### config.mk
export PLATFORM = sky130hd
export DESIGN_NAME = write_guard
export DESIGN_NICKNAME = d
export VERILOG_FILES = /design/src/wg_pkg.sv /design/src/wg_prescaler.sv /design/src/wg_order_queue.sv /design/src/wg_age_match.sv /design/src/wg_txn_table.sv /design/src/write_guard.sv
export VERILOG_INCLUDE_DIRS = /design/src
export SDC_FILE = /design/constraint.sdc
export NUM_CORES = 1
export LEC_CHECK = 0
export BUFFER_PORTS_ARGS = -buffer_cell sky130_fd_sc_hd__buf_2
export CORE_MARGIN = 1
export CORE_UTILIZATION = 65
export CTS_CLUSTER_DIAMETER = 50
export CTS_CLUSTER_SIZE = 14
export DETAILED_ROUTE_END_ITERATION = 6
export GPL_TIMING_DRIVEN = 0
export HOLD_SLACK_MARGIN = 0.03
export PLACE_DENSITY_LB_ADDON = 0.1
export SLEW_MARGIN = 20
export SYNTH_ARGS = -nofsm -noshare
export SYNTH_HDL_FRONTEND = slang
export SYNTH_SLANG_ARGS = --single-unit
### constraint.sdc
create_clock -name clk_i -period 15.5 [get_ports clk_i]
set_input_delay 0.775 -clock clk_i [delete_from_list [all_inputs] [get_ports clk_i]]
set_output_delay 0.775 -clock clk_i [all_outputs]
set_load 0.01 [all_outputs]
### src/wg_settings.svh
// Size and timing defaults for the write-channel guard.
// Included by the package and by every RTL file that sizes its logic.

`ifndef WG_SETTINGS_SVH
`define WG_SETTINGS_SVH

// Number of outstanding writes tracked at once
`define WG_NUM_SLOTS 4

// Transaction ID width on AW and B
`define WG_ID_WIDTH 4

// Write address width
`define WG_ADDR_WIDTH 32

// Width of phase tick counts and of the budgets they are compared with
`define WG_CNT_WIDTH 8

// Clocks per prescaled tick
`define WG_PRESCALE_DIV 4

`endif

### src/wg_pkg.sv
// Shared types for the write-channel guard.
// RTL files refer to these by scoped name, sized from the settings header.

`default_nettype none

`include "wg_settings.svh"

package wg_pkg;

  // Slot index width, kept at one bit for a single-slot table
  localparam int unsigned IdxWidth = (`WG_NUM_SLOTS > 1) ? $clog2(`WG_NUM_SLOTS) : 1;

  typedef logic [IdxWidth-1:0]         slot_idx_t;
  typedef logic [`WG_ID_WIDTH-1:0]     txn_id_t;
  typedef logic [`WG_ADDR_WIDTH-1:0]   addr_t;
  typedef logic [`WG_CNT_WIDTH-1:0]    tick_cnt_t;

  // Lifecycle of one tracked write
  typedef enum logic [1:0] {
    PH_FREE = 2'd0,
    PH_ADDR = 2'd1,
    PH_DATA = 2'd2,
    PH_RESP = 2'd3
  } phase_e;

  // Reason reported with the interrupt
  typedef enum logic [2:0] {
    CAUSE_NONE       = 3'd0,
    CAUSE_AW_TIMEOUT = 3'd1,
    CAUSE_W_TIMEOUT  = 3'd2,
    CAUSE_B_TIMEOUT  = 3'd3,
    CAUSE_UNWANTED_B = 3'd4
  } cause_e;

endpackage

`default_nettype wire

### src/wg_prescaler.sv
// Tick generator for the phase counters.
// Pulses tick_o for one clock every WG_PRESCALE_DIV clocks.

`timescale 1ns/1ps
`default_nettype none

`include "wg_settings.svh"

module wg_prescaler (
  input  logic clk_i,
  input  logic rst_ni,
  output logic tick_o
);

  localparam int unsigned Div      = `WG_PRESCALE_DIV;
  localparam int unsigned DivWidth = (Div > 1) ? $clog2(Div) : 1;

  logic [DivWidth-1:0] div_cnt_q;

  // Down-counter, reload on wrap and emit the tick
  always_ff @(posedge clk_i or negedge rst_ni) begin
    if (!rst_ni) begin
      div_cnt_q <= '0;
      tick_o    <= 1'b0;
    end else if (div_cnt_q == '0) begin
      div_cnt_q <= DivWidth'(Div - 1);
      tick_o    <= 1'b1;
    end else begin
      div_cnt_q <= div_cnt_q - 1'b1;
      tick_o    <= 1'b0;
    end
  end

endmodule

`default_nettype wire

### src/wg_order_queue.sv
// Circular queue of slot indices in address-accept order.
// The head entry is the slot that owns the next W burst.
// Flushed together with the table on an abort.

`timescale 1ns/1ps
`default_nettype none

`include "wg_settings.svh"

module wg_order_queue (
  input  logic              clk_i,
  input  logic              rst_ni,
  input  logic              flush_i,
  input  logic              push_i,
  input  wg_pkg::slot_idx_t push_idx_i,
  input  logic              pop_i,
  output wg_pkg::slot_idx_t head_idx_o,
  output logic              nonempty_o
);

  localparam int unsigned Depth    = `WG_NUM_SLOTS;
  localparam int unsigned CntWidth = $clog2(Depth + 1);

  wg_pkg::slot_idx_t   mem_q [Depth];
  wg_pkg::slot_idx_t   wr_ptr_q;
  wg_pkg::slot_idx_t   rd_ptr_q;
  logic [CntWidth-1:0] count_q;

  // Wraps at Depth, which need not be a power of two
  function automatic wg_pkg::slot_idx_t ptr_next(input wg_pkg::slot_idx_t ptr);
    if (ptr == wg_pkg::slot_idx_t'(Depth - 1)) begin
      return '0;
    end
    return ptr + 1'b1;
  endfunction

  always_ff @(posedge clk_i or negedge rst_ni) begin
    if (!rst_ni) begin
      wr_ptr_q <= '0;
      rd_ptr_q <= '0;
      count_q  <= '0;
    end else if (flush_i) begin
      wr_ptr_q <= '0;
      rd_ptr_q <= '0;
      count_q  <= '0;
    end else begin
      if (push_i) begin
        wr_ptr_q <= ptr_next(wr_ptr_q);
      end
      if (pop_i) begin
        rd_ptr_q <= ptr_next(rd_ptr_q);
      end
      case ({push_i, pop_i})
        2'b10:   count_q <= count_q + 1'b1;
        2'b01:   count_q <= count_q - 1'b1;
        default: count_q <= count_q;
      endcase
    end
  end

  always_ff @(posedge clk_i) begin
    if (push_i && !flush_i) begin
      mem_q[wr_ptr_q] <= push_idx_i;
    end
  end

  assign head_idx_o = mem_q[rd_ptr_q];
  assign nonempty_o = (count_q != '0);

  a_no_push_full: assert property (@(posedge clk_i) disable iff (!rst_ni)
    push_i |-> (count_q != CntWidth'(Depth)));

  a_no_pop_empty: assert property (@(posedge clk_i) disable iff (!rst_ni)
    pop_i |-> nonempty_o);

endmodule

`default_nettype wire

### src/wg_age_match.sv
// Picks the slot that a B response belongs to.
// An older-than matrix keeps allocation order, so the oldest
// response-phase slot with the B ID wins.

`timescale 1ns/1ps
`default_nettype none

`include "wg_settings.svh"

module wg_age_match (
  input  logic                                clk_i,
  input  logic                                rst_ni,
  input  logic                                flush_i,
  input  logic                                alloc_i,
  input  wg_pkg::slot_idx_t                   alloc_idx_i,
  input  logic            [`WG_NUM_SLOTS-1:0] resp_ready_i,
  input  wg_pkg::txn_id_t [`WG_NUM_SLOTS-1:0] slot_id_i,
  input  logic                                b_fire_i,
  input  wg_pkg::txn_id_t                     b_id_i,
  output logic                                hit_o,
  output wg_pkg::slot_idx_t                   hit_idx_o,
  output logic                                unwanted_o
);

  localparam int unsigned N = `WG_NUM_SLOTS;

  // older_q[i][j] set means slot j was allocated before slot i
  logic [N-1:0][N-1:0] older_q;
  logic [N-1:0]        cand;

  always_ff @(posedge clk_i or negedge rst_ni) begin
    if (!rst_ni) begin
      older_q <= '0;
    end else if (flush_i) begin
      older_q <= '0;
    end else if (alloc_i) begin
      // New slot is younger than all others and older than none
      for (int j = 0; j < N; j++) begin
        older_q[alloc_idx_i][j] <= (wg_pkg::slot_idx_t'(j) != alloc_idx_i);
        older_q[j][alloc_idx_i] <= 1'b0;
      end
    end
  end

  for (genvar g = 0; g < N; g++) begin : gen_cand
    assign cand[g] = resp_ready_i[g] && (slot_id_i[g] == b_id_i);
  end

  // Only one candidate has no older candidate
  always_comb begin
    hit_idx_o = '0;
    for (int i = 0; i < N; i++) begin
      if (cand[i] && !(|(older_q[i] & cand))) begin
        hit_idx_o = wg_pkg::slot_idx_t'(i);
      end
    end
  end

  assign hit_o      = b_fire_i && (|cand);
  assign unwanted_o = b_fire_i && !(|cand);

  a_hit_id: assert property (@(posedge clk_i) disable iff (!rst_ni)
    hit_o |-> (resp_ready_i[hit_idx_o] && (slot_id_i[hit_idx_o] == b_id_i)));

endmodule

`default_nettype wire

### src/wg_txn_table.sv
// Transaction table of the write guard.
// Tracks each write through address, data and response phases,
// counts prescaled ticks per phase and aborts everything on a
// budget overrun or an unexpected B response.

`timescale 1ns/1ps
`default_nettype none

`include "wg_settings.svh"

module wg_txn_table (
  input  logic              clk_i,
  input  logic              rst_ni,
  input  logic              aw_valid_i,
  input  logic              aw_ready_i,
  input  wg_pkg::txn_id_t   aw_id_i,
  input  wg_pkg::addr_t     aw_addr_i,
  input  logic              w_valid_i,
  input  logic              w_ready_i,
  input  logic              w_last_i,
  input  logic              b_valid_i,
  input  logic              b_ready_i,
  input  wg_pkg::txn_id_t   b_id_i,
  input  wg_pkg::tick_cnt_t budget_aw_i,
  input  wg_pkg::tick_cnt_t budget_w_i,
  input  wg_pkg::tick_cnt_t budget_b_i,
  output logic              busy_o,
  output logic              full_o,
  output logic              abort_o,
  output wg_pkg::cause_e    abort_cause_o,
  output wg_pkg::txn_id_t   abort_id_o,
  output wg_pkg::addr_t     abort_addr_o
);

  localparam int unsigned N = `WG_NUM_SLOTS;

  wg_pkg::phase_e    [N-1:0] phase_q;
  wg_pkg::tick_cnt_t [N-1:0] cnt_q;
  wg_pkg::txn_id_t   [N-1:0] id_q;
  wg_pkg::addr_t     [N-1:0] addr_q;

  logic              tick;
  logic              aw_fire;
  logic              w_last_fire;
  logic              b_fire;
  logic              aw_seen_q;
  logic [N-1:0]      occupied;
  logic [N-1:0]      resp_ready;
  logic [N-1:0]      timeout;
  logic              alloc;
  wg_pkg::slot_idx_t alloc_idx;
  logic              addr_busy;
  wg_pkg::slot_idx_t addr_idx;
  logic              to_any;
  wg_pkg::slot_idx_t to_idx;
  logic              push;
  wg_pkg::slot_idx_t push_idx;
  logic              pop;
  wg_pkg::slot_idx_t head_idx;
  logic              q_nonempty;
  logic              hit;
  wg_pkg::slot_idx_t hit_idx;
  logic              unwanted;

  assign aw_fire     = aw_valid_i && aw_ready_i;
  assign w_last_fire = w_valid_i && w_ready_i && w_last_i;
  assign b_fire      = b_valid_i && b_ready_i;

  // Current AW request already seen whether tracked or not
  always_ff @(posedge clk_i or negedge rst_ni) begin
    if (!rst_ni) begin
      aw_seen_q <= 1'b0;
    end else begin
      aw_seen_q <= aw_valid_i && !aw_ready_i;
    end
  end

  for (genvar g = 0; g < N; g++) begin : gen_slot_status
    assign occupied[g]   = (phase_q[g] != wg_pkg::PH_FREE);
    assign resp_ready[g] = (phase_q[g] == wg_pkg::PH_RESP);
  end

  // Budget of the phase each slot is in
  always_comb begin
    timeout = '0;
    for (int i = 0; i < N; i++) begin
      case (phase_q[i])
        wg_pkg::PH_ADDR: timeout[i] = (cnt_q[i] > budget_aw_i);
        wg_pkg::PH_DATA: timeout[i] = (cnt_q[i] > budget_w_i);
        wg_pkg::PH_RESP: timeout[i] = (cnt_q[i] > budget_b_i);
        default:         timeout[i] = 1'b0;
      endcase
    end
  end

  // Scan downwards so the lowest index wins; at most one slot is in PH_ADDR
  always_comb begin
    alloc_idx = '0;
    addr_busy = 1'b0;
    addr_idx  = '0;
    to_any    = 1'b0;
    to_idx    = '0;
    for (int i = N - 1; i >= 0; i--) begin
      if (!occupied[i]) begin
        alloc_idx = wg_pkg::slot_idx_t'(i);
      end
      if (phase_q[i] == wg_pkg::PH_ADDR) begin
        addr_busy = 1'b1;
        addr_idx  = wg_pkg::slot_idx_t'(i);
      end
      if (timeout[i]) begin
        to_any = 1'b1;
        to_idx = wg_pkg::slot_idx_t'(i);
      end
    end
  end

  assign busy_o = |occupied;
  assign full_o = &occupied;

  // Requests that start while full are left untracked
  assign alloc    = aw_valid_i && !aw_seen_q && !full_o && !abort_o;
  assign push     = aw_fire && (alloc || addr_busy) && !abort_o;
  assign push_idx = alloc ? alloc_idx : addr_idx;
  assign pop      = w_last_fire && q_nonempty && !abort_o;

  always_comb begin
    abort_o       = to_any || unwanted;
    abort_cause_o = wg_pkg::CAUSE_NONE;
    abort_id_o    = b_id_i;
    abort_addr_o  = '0;
    if (to_any) begin
      abort_id_o   = id_q[to_idx];
      abort_addr_o = addr_q[to_idx];
      case (phase_q[to_idx])
        wg_pkg::PH_ADDR: abort_cause_o = wg_pkg::CAUSE_AW_TIMEOUT;
        wg_pkg::PH_DATA: abort_cause_o = wg_pkg::CAUSE_W_TIMEOUT;
        default:         abort_cause_o = wg_pkg::CAUSE_B_TIMEOUT;
      endcase
    end else if (unwanted) begin
      abort_cause_o = wg_pkg::CAUSE_UNWANTED_B;
    end
  end

  // Phase machine and tick counters
  // The count restarts on every phase change
  always_ff @(posedge clk_i or negedge rst_ni) begin
    if (!rst_ni) begin
      for (int i = 0; i < N; i++) begin
        phase_q[i] <= wg_pkg::PH_FREE;
        cnt_q[i]   <= '0;
      end
    end else begin
      for (int i = 0; i < N; i++) begin
        if (abort_o) begin
          phase_q[i] <= wg_pkg::PH_FREE;
          cnt_q[i]   <= '0;
        end else if (alloc && (alloc_idx == wg_pkg::slot_idx_t'(i))) begin
          phase_q[i] <= aw_fire ? wg_pkg::PH_DATA : wg_pkg::PH_ADDR;
          cnt_q[i]   <= '0;
        end else if (aw_fire && (phase_q[i] == wg_pkg::PH_ADDR)) begin
          phase_q[i] <= wg_pkg::PH_DATA;
          cnt_q[i]   <= '0;
        end else if (pop && (head_idx == wg_pkg::slot_idx_t'(i))) begin
          phase_q[i] <= wg_pkg::PH_RESP;
          cnt_q[i]   <= '0;
        end else if (hit && (hit_idx == wg_pkg::slot_idx_t'(i))) begin
          phase_q[i] <= wg_pkg::PH_FREE;
          cnt_q[i]   <= '0;
        end else if (tick && occupied[i] && (cnt_q[i] != '1)) begin
          cnt_q[i] <= cnt_q[i] + 1'b1;
        end
      end
    end
  end

  always_ff @(posedge clk_i) begin
    for (int i = 0; i < N; i++) begin
      if (alloc && (alloc_idx == wg_pkg::slot_idx_t'(i))) begin
        id_q[i]   <= aw_id_i;
        addr_q[i] <= aw_addr_i;
      end
    end
  end

  wg_prescaler i_prescaler (
    .clk_i  (clk_i),
    .rst_ni (rst_ni),
    .tick_o (tick)
  );

  wg_order_queue i_order_queue (
    .clk_i      (clk_i),
    .rst_ni     (rst_ni),
    .flush_i    (abort_o),
    .push_i     (push),
    .push_idx_i (push_idx),
    .pop_i      (pop),
    .head_idx_o (head_idx),
    .nonempty_o (q_nonempty)
  );

  wg_age_match i_age_match (
    .clk_i        (clk_i),
    .rst_ni       (rst_ni),
    .flush_i      (abort_o),
    .alloc_i      (alloc),
    .alloc_idx_i  (alloc_idx),
    .resp_ready_i (resp_ready),
    .slot_id_i    (id_q),
    .b_fire_i     (b_fire),
    .b_id_i       (b_id_i),
    .hit_o        (hit),
    .hit_idx_o    (hit_idx),
    .unwanted_o   (unwanted)
  );

  a_alloc_free: assert property (@(posedge clk_i) disable iff (!rst_ni)
    alloc |-> (phase_q[alloc_idx] == wg_pkg::PH_FREE));

endmodule

`default_nettype wire

### src/write_guard.sv
// Top level of the write-channel guard.
// Monitors one AW/W/B link without stalling it and raises a sticky
// interrupt and reset request on a timeout or unexpected response.
// reset_clear_i drops both and releases the captured cause.

`timescale 1ns/1ps
`default_nettype none

module write_guard (
  input  logic              clk_i,
  input  logic              rst_ni,
  input  logic              aw_valid_i,
  input  logic              aw_ready_i,
  input  wg_pkg::txn_id_t   aw_id_i,
  input  wg_pkg::addr_t     aw_addr_i,
  input  logic              w_valid_i,
  input  logic              w_ready_i,
  input  logic              w_last_i,
  input  logic              b_valid_i,
  input  logic              b_ready_i,
  input  wg_pkg::txn_id_t   b_id_i,
  input  wg_pkg::tick_cnt_t budget_aw_i,
  input  wg_pkg::tick_cnt_t budget_w_i,
  input  wg_pkg::tick_cnt_t budget_b_i,
  input  logic              reset_clear_i,
  output logic              reset_req_o,
  output logic              irq_o,
  output wg_pkg::cause_e    irq_cause_o,
  output wg_pkg::txn_id_t   irq_id_o,
  output wg_pkg::addr_t     irq_addr_o,
  output logic              busy_o,
  output logic              full_o
);

  logic            abort;
  wg_pkg::cause_e  abort_cause;
  wg_pkg::txn_id_t abort_id;
  wg_pkg::addr_t   abort_addr;
  logic            latched_q;
  logic            capture;

  wg_txn_table i_txn_table (
    .clk_i         (clk_i),
    .rst_ni        (rst_ni),
    .aw_valid_i    (aw_valid_i),
    .aw_ready_i    (aw_ready_i),
    .aw_id_i       (aw_id_i),
    .aw_addr_i     (aw_addr_i),
    .w_valid_i     (w_valid_i),
    .w_ready_i     (w_ready_i),
    .w_last_i      (w_last_i),
    .b_valid_i     (b_valid_i),
    .b_ready_i     (b_ready_i),
    .b_id_i        (b_id_i),
    .budget_aw_i   (budget_aw_i),
    .budget_w_i    (budget_w_i),
    .budget_b_i    (budget_b_i),
    .busy_o        (busy_o),
    .full_o        (full_o),
    .abort_o       (abort),
    .abort_cause_o (abort_cause),
    .abort_id_o    (abort_id),
    .abort_addr_o  (abort_addr)
  );

  // First abort wins until cleared; a clear in the same cycle lets a new one in
  assign capture = abort && (!latched_q || reset_clear_i);

  always_ff @(posedge clk_i or negedge rst_ni) begin
    if (!rst_ni) begin
      latched_q   <= 1'b0;
      irq_cause_o <= wg_pkg::CAUSE_NONE;
    end else if (capture) begin
      latched_q   <= 1'b1;
      irq_cause_o <= abort_cause;
    end else if (reset_clear_i) begin
      latched_q   <= 1'b0;
      irq_cause_o <= wg_pkg::CAUSE_NONE;
    end
  end

  always_ff @(posedge clk_i) begin
    if (capture) begin
      irq_id_o   <= abort_id;
      irq_addr_o <= abort_addr;
    end
  end

  assign reset_req_o = latched_q;
  assign irq_o       = latched_q;

endmodule

`default_nettype wire

==> run summary, run 1 <==
WORST SETUP PATH
----------------------------------------------------------------------------------------
Endpoint required time on the critical path                                     15.73 ns
Critical-path maximum fanout                                                          10
Slowest stage cell on the critical path                                     sky130_fd_sc_hd__nor4_2
Type of destination of the critical path                                       flip-flop
Library cell appearing most often on the critical path                      sky130_fd_sc_hd__buf_2
Biggest cell delay along the critical path                                       0.53 ns
Critical Path, Cell by Cell                                                 ha_1 -> a21oi_1 -> o221ai_1 -> a221oi_1 -> a311o_1 -> o211a_1 -> nand4_4 -> buf_6 -> nor4_2 -> buf_4 -> buf_2 -> buf_2
Buf+Inv Stages, Crit Path                                                              4
Kind of cell adding the most delay to the critical path                     compound AO/OA/AOI/OAI gates
Type of the setup path with the least slack                                 flip-flop to flip-flop
Kind of start point of the critical path                                       flip-flop
CP Data Arrival Time                                                             4.36 ns

FLOORPLAN
----------------------------------------------------------------------------------------
Core area                                                                    0.0195 mm^2
# rows                                                                                51
Starting Density                                                                   66.6%
DIE AREA                                                                     0.0206 mm^2
I/O pin cnt                                                                          117
Chip height                                                                       143 um
Die X                                                                             143 um

ROUTE
----------------------------------------------------------------------------------------
Number of search-and-repair iterations in the first detailed-routing pass              5
Initial drt markers                                                                  669
Remaining antenna violation count                                                      0
Drt drc                                                                                0
Overall via count from detail_route                                                 9205
Routed length per placed instance                                                19.4 um
Post-Route WL                                                                    29.5 mm
Per-cell via count in the routed design                                             6.05

CLOCKING
----------------------------------------------------------------------------------------
Post-CTS setup buffer count                                                            0
Number of hold-repair buffers added at the cts stage                                   0
Root buffer selected by CTS                                                 sky130_fd_sc_hd__clkbuf_16
Clock slew seen by the registers of the worst setup and hold paths               0.06 ns
Maximum level of the CTS H-tree                                                        1
Number of buffers added by the clock tree synthesis step                              27
Deepest clock path buffer count                                                        3
Number of cells upsized or downsized after cts                                         0
TritonCTS clock tree                                                                 yes
Clock latency of the later-clocked register in the worst-skew pair               0.55 ns
Num Clock Sinks                                                                      255

WORST HOLD PATH
----------------------------------------------------------------------------------------
Worst min-delay path class                                                  input pin to async pin

GRT
----------------------------------------------------------------------------------------
Via count of the first global-routing pass                                          9046
Initial antenna violation count                                                        1
Maximum number of pins on one net before global-route repair                          47
GRT Util Overall                                                                   29.9%
First-pass GRT wire length                                                       46.6 mm
Congestion Overflow GR                                                                 0

PWR
----------------------------------------------------------------------------------------
Internal power                                                                 0.00129 W
Psw                                                                           0.000512 W
Pwr per Cell Area                                                            120 mW/mm^2
Combinational share of power                                                       18.4%
Clock power share                                                                  34.0%
Relative contribution of sequential cells to total power                           47.5%
Share of total power consumed by net switching                                     28.5%
Maximum vdd ir drop                                                            0.0861 mV
Leakage power summed over all cells                                              6.38 nW

LAYOUT
----------------------------------------------------------------------------------------
FF+latch area                                                               0.00732 mm^2
Post-layout nets                                                                    1414
Final design area excluding fillers                                          0.0150 mm^2
Area occupied by multi-input gates                                          0.00533 mm^2
Count of fill cells added during filler insertion                                   1268
Fraction of layout cells with a size suffix above 1                                17.3%
Synthesis-to-layout area growth                                                    15.0%

YOSYS
----------------------------------------------------------------------------------------
Post-synth EDFFs                                                                     188
Share of the synthesized area in compound gates (AO/OA/AOI/OAI)                    10.3%
Mux share of post-synthesis cell area                                              3.81%
Adder-cell area share of the yosys netlist                                         10.3%
Simple logic cell fraction of the synthesized area                                 13.2%
Library cell occupying the most area in the post-synthesis netlist          sky130_fd_sc_hd__edfxtp_1
Fraction of post-synthesis cell area in the top cell type by area                  43.4%
Net count of the mapped netlist                                                     1258
Distinct cell type count of the synthesized netlist                                   75
Average instance area after synthesis                                          12.1 um^2
Main combinational cell family by area after synthesis                      simple AND/OR/NAND/NOR gates
Number of standard cells after synthesis                                            1077
Ranking of synthesized cells by area                                        sky130_fd_sc_hd__edfxtp_1 (43%), sky130_fd_sc_hd__dfrtp_1 (13%), sky130_fd_sc_hd__ha_1 (10%), sky130_fd_sc_hd__mux2i_1 (3.5%), sky130_fd_sc_hd__nand2_1 (3.1%)
Synth cell count leaders                                                    sky130_fd_sc_hd__edfxtp_1 (188), sky130_fd_sc_hd__nand2_1 (108), sky130_fd_sc_hd__nor2_1 (107)
Warning count from the yosys run                                                       0
Flip-flop and latch count after synthesis                                            255
Synth Flop Type                                                             sky130_fd_sc_hd__edfxtp_1
Most instantiated library cell after synthesis                              sky130_fd_sc_hd__edfxtp_1
Sequential area share after synthesis                                              56.3%
Netlist area before placement                                                0.0130 mm^2
Share of synthesized registers carrying an async set or reset                      26.3%
Post-synthesis xor/xnor area fraction                                              3.10%

STA
----------------------------------------------------------------------------------------
Pin slew with the least headroom to its limit                                   0.871 ns
Tcrit/Tclk final                                                                   26.7%
Max-slew violation count                                                               0
Total count of hold-check failures in the final report                                 0
Unrepaired setup endpoints after global routing                                       no
Slew HR                                                                            41.8%
Achievable Freq                                                                  242 MHz
Final min period                                                                 4.13 ns
Post-Route Skew                                                                0.0325 ns
Final Setup Violations                                                                 0
Final setup TNS                                                                     0 ns

PLACED DESIGN
----------------------------------------------------------------------------------------
Post-DP HPWL                                                                     21.2 mm
RePlAce Congestion                                                                 0.932
Number of input and output port buffers inserted                                     112
Cell area reported after detailed placement                                  0.0141 mm^2

RUN
----------------------------------------------------------------------------------------
Reported max-cap violation count                                                       0

STATUS
----------------------------------------------------------------------------------------
Status                                                                         completed

[metal layers]
| layer | share of wire, % | global-route usage [%] |
|---|---|---|
| met3 | 6.1 | 4.20 |
| met2 | 47 | 49.1 |
| met1 | 44 | 41.7 |
| met4 | 2.6 | 9.01 |
| met5 | 0 | 0 |
[worst paths after layout]
| check | depth (start not counted) | slack [ns] | end | startpoint |
|---|---|---|---|---|
| min in group clk_i | 2 | 0.42 | i_txn_table.aw_seen_q | aw_ready_i |
| hold / removal | 1 | 0.14 | i_txn_table.cnt_q[8] | rst_ni |
| hold reg to reg | 1 | 0.45 | i_txn_table.i_prescaler.div_cnt_q[0] | i_txn_table.i_prescaler.div_cnt_q[0] |
| max in group asynchronous | 2 | 14.82 | i_txn_table.i_age_match.older_q[14] | rst_ni |
| setup / recovery | 12 | 11.37 | i_txn_table.addr_q[39] | i_txn_table.cnt_q[10] |
| setup reg to reg | 12 | 11.37 | i_txn_table.addr_q[39] | i_txn_table.cnt_q[10] |
[cells by family after synthesis]
| kind of cell | after synthesis |
|---|---|
| AO/OA/AOI/OAI | 189 |
| XOR/XNOR | 46 |
| adder cells (fa/ha/maj) | 107 |
| buffers and inverters | 77 |
| flip-flops | 255 |
| multiplexers | 47 |
| AND/OR/NAND/NOR | 356 |
[flip-flops by register name, indices dropped and copies added, names as in the netlist, 2 cells and up]
name and count:
i_txn_table.addr_q 128, i_txn_table.cnt_q 32, irq_addr_o 32, i_txn_table.id_q 16
i_txn_table.i_age_match.older_q 12, i_txn_table.i_order_queue.mem_q 8, i_txn_table.phase_q 8, irq_id_o 4
i_txn_table.i_order_queue.count_q 3, irq_cause_o 3, i_txn_table.i_order_queue.rd_ptr_q 2, i_txn_table.i_order_queue.wr_ptr_q 2
i_txn_table.i_prescaler.div_cnt_q 2
[area by class of cell]
cell class / count / share of cell area, %
Antenna cell: 2 / 0.0335
Inverter: 43 / 1.08
Multi-Input combinational cell: 745 / 35.6
Sequential cell: 255 / 48.9
Timing Repair Buffer: 127 / 4.94
Clock inverter: 13 / 0.803
Tap cell: 265 / 2.22
Buffer: 34 / 1.52
Clock buffer: 37 / 4.83
[power by group through the flow]
stage	logic, W	registers [W]	clock network (W)
3_3_place_gp	0.000303	0.000871	0
2_1_floorplan	0.000210	0.000865	0
5_1_grt	0.000366	0.000862	0.000644
4_1_cts	0.000329	0.000854	0.000619
6_report	0.000331	0.000855	0.000611
3_5_place_dp	0.000326	0.000867	0
[through the flow]
stage | std cells | setup slack, ns | util (%) | hold slack (ns) | total power (W)
floorplan | 1077 | 9.09 | - | 0.413 | 0.00108
global placement | 1454 | 5.99 | 71.2 | 0.428 | 0.00117
detailed placement | 1469 | 10.93 | 72.3 | 0.448 | 0.00119
CTS | 1519 | 11.44 | 76.6 | 0.131 | 0.00180
global route | 1519 | 11.16 | 76.6 | 0.155 | 0.00187
finish | 1521 | 11.37 | 76.6 | 0.135 | 0.00180
[worst register-to-register path: cells and delay by family (launching register included)]
kind                       cells  cell delay (ns)
buffers and inverters          4             1.01
and+or+nand+nor                2             0.77
adders and majority gates      1             0.34
DFF                            1             0.48
AOI/OAI and AO/OA              5             1.26
[cell usage in the layout, fill, tap and decap left out, drive strengths merged, types with 27 or more instances in the layout]
cell type    n
nand2      109
nand4       27
a21oi       57
ha         106
xor2        28
edfxtp     188
o221ai      35
mux2i       45
dfrtp       67
nor2       108
clkbuf      46
inv         51
buf        152
Power figures use the tool's default switching activity.
==> run 2: changes to the inputs <==
--- a/config.mk
+++ b/config.mk
@@ -8,7 +8,7 @@
 export LEC_CHECK = 0
 export BUFFER_PORTS_ARGS = -buffer_cell sky130_fd_sc_hd__buf_2
 export CORE_MARGIN = 1
-export CORE_UTILIZATION = 65
+export CORE_UTILIZATION = 60
 export CTS_CLUSTER_DIAMETER = 50
 export CTS_CLUSTER_SIZE = 14
 export DETAILED_ROUTE_END_ITERATION = 6
==> constraint.sdc (replaced) <==
create_clock -name clk_i -period 4.21 [get_ports clk_i]
set_input_delay 0.2105 -clock clk_i [delete_from_list [all_inputs] [get_ports clk_i]]
set_output_delay 0.2105 -clock clk_i [all_outputs]
set_load 0.01 [all_outputs]
==> run 2 against run 1 <==
Setup slack lost 11 ns. Largest cell class unchanged. Via count up 1.0%. Critical endpoint is now i_txn_table.addr_q[9]. Highest routed layer unchanged. Critical path depth down 1. Sequential share of layout area fell by 1.5 points. Core utilization fell by 3.7 points. Critical path type unchanged.
==> run summary, run 2 (synthesis gave the netlist of run 1 again) <==
STA
----------------------------------------------------------------------------------------
Max-slew violation count                                                               0   unchanged
Worst-case setup margin in the final layout                                     0.288 ns   -11.08 ns
Unrepaired setup endpoints after global routing                                       no
Tcrit/Tclk final                                                                   93.1%   +66 points
Total count of hold-check failures in the final report                                 0   unchanged
Min Hold Slack                                                                 0.0862 ns   -0.0489 ns
Achievable Freq                                                                  255 MHz   +5.4%
Final Setup Violations                                                                 0   unchanged
Slew HR                                                                            47.3%   +5.5 points
Pin slew with the least headroom to its limit                                   0.788 ns   -0.0828 ns
Final min period                                                                 3.92 ns   -0.213 ns
Post-Route Skew                                                                0.0228 ns   -0.00965 ns

LAYOUT
----------------------------------------------------------------------------------------
Fraction of layout cells with a size suffix above 1                                16.3%   -1.0 points
Synthesis-to-layout area growth                                                    18.5%
Largest register FFs                                                                 128   unchanged
Post-layout nets                                                                    1449   +2.5%
Register containing the most flip-flops in the final layout                 i_txn_table.addr_q
Count of fill cells added during filler insertion                                   1447   +14%
Most frequent standard cell in the layout excluding fill and tap cells      sky130_fd_sc_hd__edfxtp_1
Commonest cells after routing, fill and taps aside                          sky130_fd_sc_hd__edfxtp_1 (188), sky130_fd_sc_hd__buf_2 (122), sky130_fd_sc_hd__nand2_1 (108), sky130_fd_sc_hd__ha_1 (106), sky130_fd_sc_hd__nor2_1 (105)
Final design area excluding fillers                                          0.0154 mm^2   +3.1%
Largest registers in the final layout                                       i_txn_table.addr_q x128, i_txn_table.cnt_q x32, irq_addr_o x32

GRT
----------------------------------------------------------------------------------------
Maximum number of pins on one net before global-route repair                          43   -8.5%
Via count of the first global-routing pass                                          9192   +1.6%
GRT Util Overall                                                                   28.8%   -1.2 points
Initial antenna violation count                                                        0   -1
Congestion Overflow GR                                                                 0   unchanged
First-pass GRT wire length                                                       48.7 mm   +4.3%

CLOCKING
----------------------------------------------------------------------------------------
Maximum level of the CTS H-tree                                                        1   unchanged
Number of hold-repair buffers added at the cts stage                                  40   +40
Deepest clock path buffer count                                                        3   unchanged
Number of buffers added by the clock tree synthesis step                              27   unchanged
TritonCTS clock tree                                                                 yes
Root buffer selected by CTS                                                 sky130_fd_sc_hd__clkbuf_16
Num Clock Sinks                                                                      255   unchanged
Clock slew seen by the registers of the worst setup and hold paths               0.06 ns   about the same
Clock latency of the later-clocked register in the worst-skew pair               0.54 ns   about the same
Post-CTS setup buffer count                                                            0   unchanged
Number of cells upsized or downsized after cts                                         0   unchanged

WORST SETUP PATH
----------------------------------------------------------------------------------------
Type of the setup path with the least slack                                 flip-flop to flip-flop
Type of destination of the critical path                                       flip-flop
Slack of the worst reg-to-reg path                                               0.29 ns   -11.08 ns
CP Data Arrival Time                                                             4.17 ns   -0.19 ns
Critical-path maximum fanout                                                          14   +4
Endpoint required time on the critical path                                      4.46 ns   -11.27 ns
Kind of start point of the critical path                                       flip-flop

PWR
----------------------------------------------------------------------------------------
Pwr per Cell Area                                                            438 mW/mm^2   +260%
Leakage power summed over all cells                                              6.53 nW   +2.4%
Total power draw                                                               0.00675 W   +280%
Maximum vdd ir drop                                                             0.431 mV   +400%

ROUTE
----------------------------------------------------------------------------------------
Number of search-and-repair iterations in the first detailed-routing pass              5   unchanged
Post-Route WL                                                                    30.9 mm   +4.7%
Per-cell via count in the routed design                                             5.94   -1.8%
Routed length per placed instance                                                19.8 um   +1.8%
Initial drt markers                                                                  667   -0.30%
Overall via count from detail_route                                                 9300   +1.0%
Drt drc                                                                                0   unchanged
Remaining antenna violation count                                                      0   unchanged

FLOORPLAN
----------------------------------------------------------------------------------------
Die X                                                                             149 um   +4.0%
Starting Density                                                                   61.5%   -5.1 points
DIE AREA                                                                     0.0223 mm^2   +8.2%
Chip height                                                                       149 um   +4.0%
Core area                                                                    0.0212 mm^2   +8.3%
# rows                                                                                53   +3.9%
I/O pin cnt                                                                          117   unchanged

RUN
----------------------------------------------------------------------------------------
Reported max-cap violation count                                                       0   unchanged

PLACED DESIGN
----------------------------------------------------------------------------------------
Post-DP HPWL                                                                     21.5 mm   +1.6%
Dpl ws                                                                          0.308 ns   -10.63 ns
Cell area reported after detailed placement                                  0.0141 mm^2   +0.19%
Number of input and output port buffers inserted                                     112   unchanged
RePlAce Congestion                                                                 0.887   -4.8%

STATUS
----------------------------------------------------------------------------------------
Status                                                                         completed

WORST HOLD PATH
----------------------------------------------------------------------------------------
Worst min-delay path class                                                  input pin to flip-flop

-- run 2: cell types whose count changed in the layout (fill, tap and decap cells not counted), sizes merged, moves of 3 or more --
| cell | delta |
|---|---|
| inv | -6 |
| clkinv | +3 |
| dlygate4sd3 | +40 |
| buf | -5 |
-- run 2: report_power, final --
| part | internal [W] | leakage (nW) | switching [W] |
|---|---|---|---|
| Clock | 0.00134 | 0.422 | 0.000999 |
| Combinational | 0.000466 | 3.48 | 0.000800 |
| Sequential | 0.00301 | 2.63 | 0.000136 |
| Total | 0.00482 | 6.53 | 0.00194 |
-- run 2: area by class of cell --
class | count | area, um^2 | area share (%)
repair buffers | 162 | 1140 | 7.38
inverters | 43 | 161 | 1.05
well taps | 275 | 344 | 2.23
clock buffers | 38 | 717 | 4.65
clock inverters | 12 | 168 | 1.09
flip-flops and latches | 255 | 7320 | 47.5
multi-input cells | 745 | 5340 | 34.6
plain buffers | 34 | 228 | 1.48
diodes | 1 | 2.50 | 0.0162
-- run 2: layer usage --
metal	GRT usage [%]	wire [um]	share of wire, %
met3	4.10	1920	6.2
met1	40.0	13700	44
met2	46.8	14400	47
met5	0	0	0
met4	9.08	870	2.8
-- run 2: worst max-delay path, cell delays in order (launching register included) --
cell and delay, ns:
sky130_fd_sc_hd__dfrtp_1 0.48, sky130_fd_sc_hd__ha_1 0.33, sky130_fd_sc_hd__nor2b_1 0.13, sky130_fd_sc_hd__o211ai_1 0.15
sky130_fd_sc_hd__a21oi_1 0.09, sky130_fd_sc_hd__o31ai_1 0.38, sky130_fd_sc_hd__nor3b_2 0.47, sky130_fd_sc_hd__nand4_4 0.30
sky130_fd_sc_hd__buf_6 0.25, sky130_fd_sc_hd__nor3_4 0.55, sky130_fd_sc_hd__buf_6 0.29, sky130_fd_sc_hd__buf_16 0.18
-- run 2: stage by stage --
step	util, %	TNS, ns	instances
floorplan	-	0	1077
global placement	65.9	-196.14	1464
detailed placement	66.8	0	1474
CTS	72.9	0	1564
global route	72.9	0	1564
finish	72.9	0	1565
-- run 2: worst paths after layout --
| path | startpoint | to | cells after the start |
|---|---|---|---|
| min reg2reg | i_txn_table.i_prescaler.div_cnt_q[0] | i_txn_table.i_prescaler.div_cnt_q[0] | 1 |
| max reg2reg | i_txn_table.cnt_q[25] | i_txn_table.addr_q[9] | 11 |
| min in group asynchronous | rst_ni | i_txn_table.cnt_q[3] | 2 |
| max | i_txn_table.cnt_q[25] | i_txn_table.addr_q[9] | 11 |
| max in group asynchronous | rst_ni | i_txn_table.i_order_queue.wr_ptr_q[1] | 3 |
| min | aw_valid_i | i_txn_table.phase_q[6] | 3 |
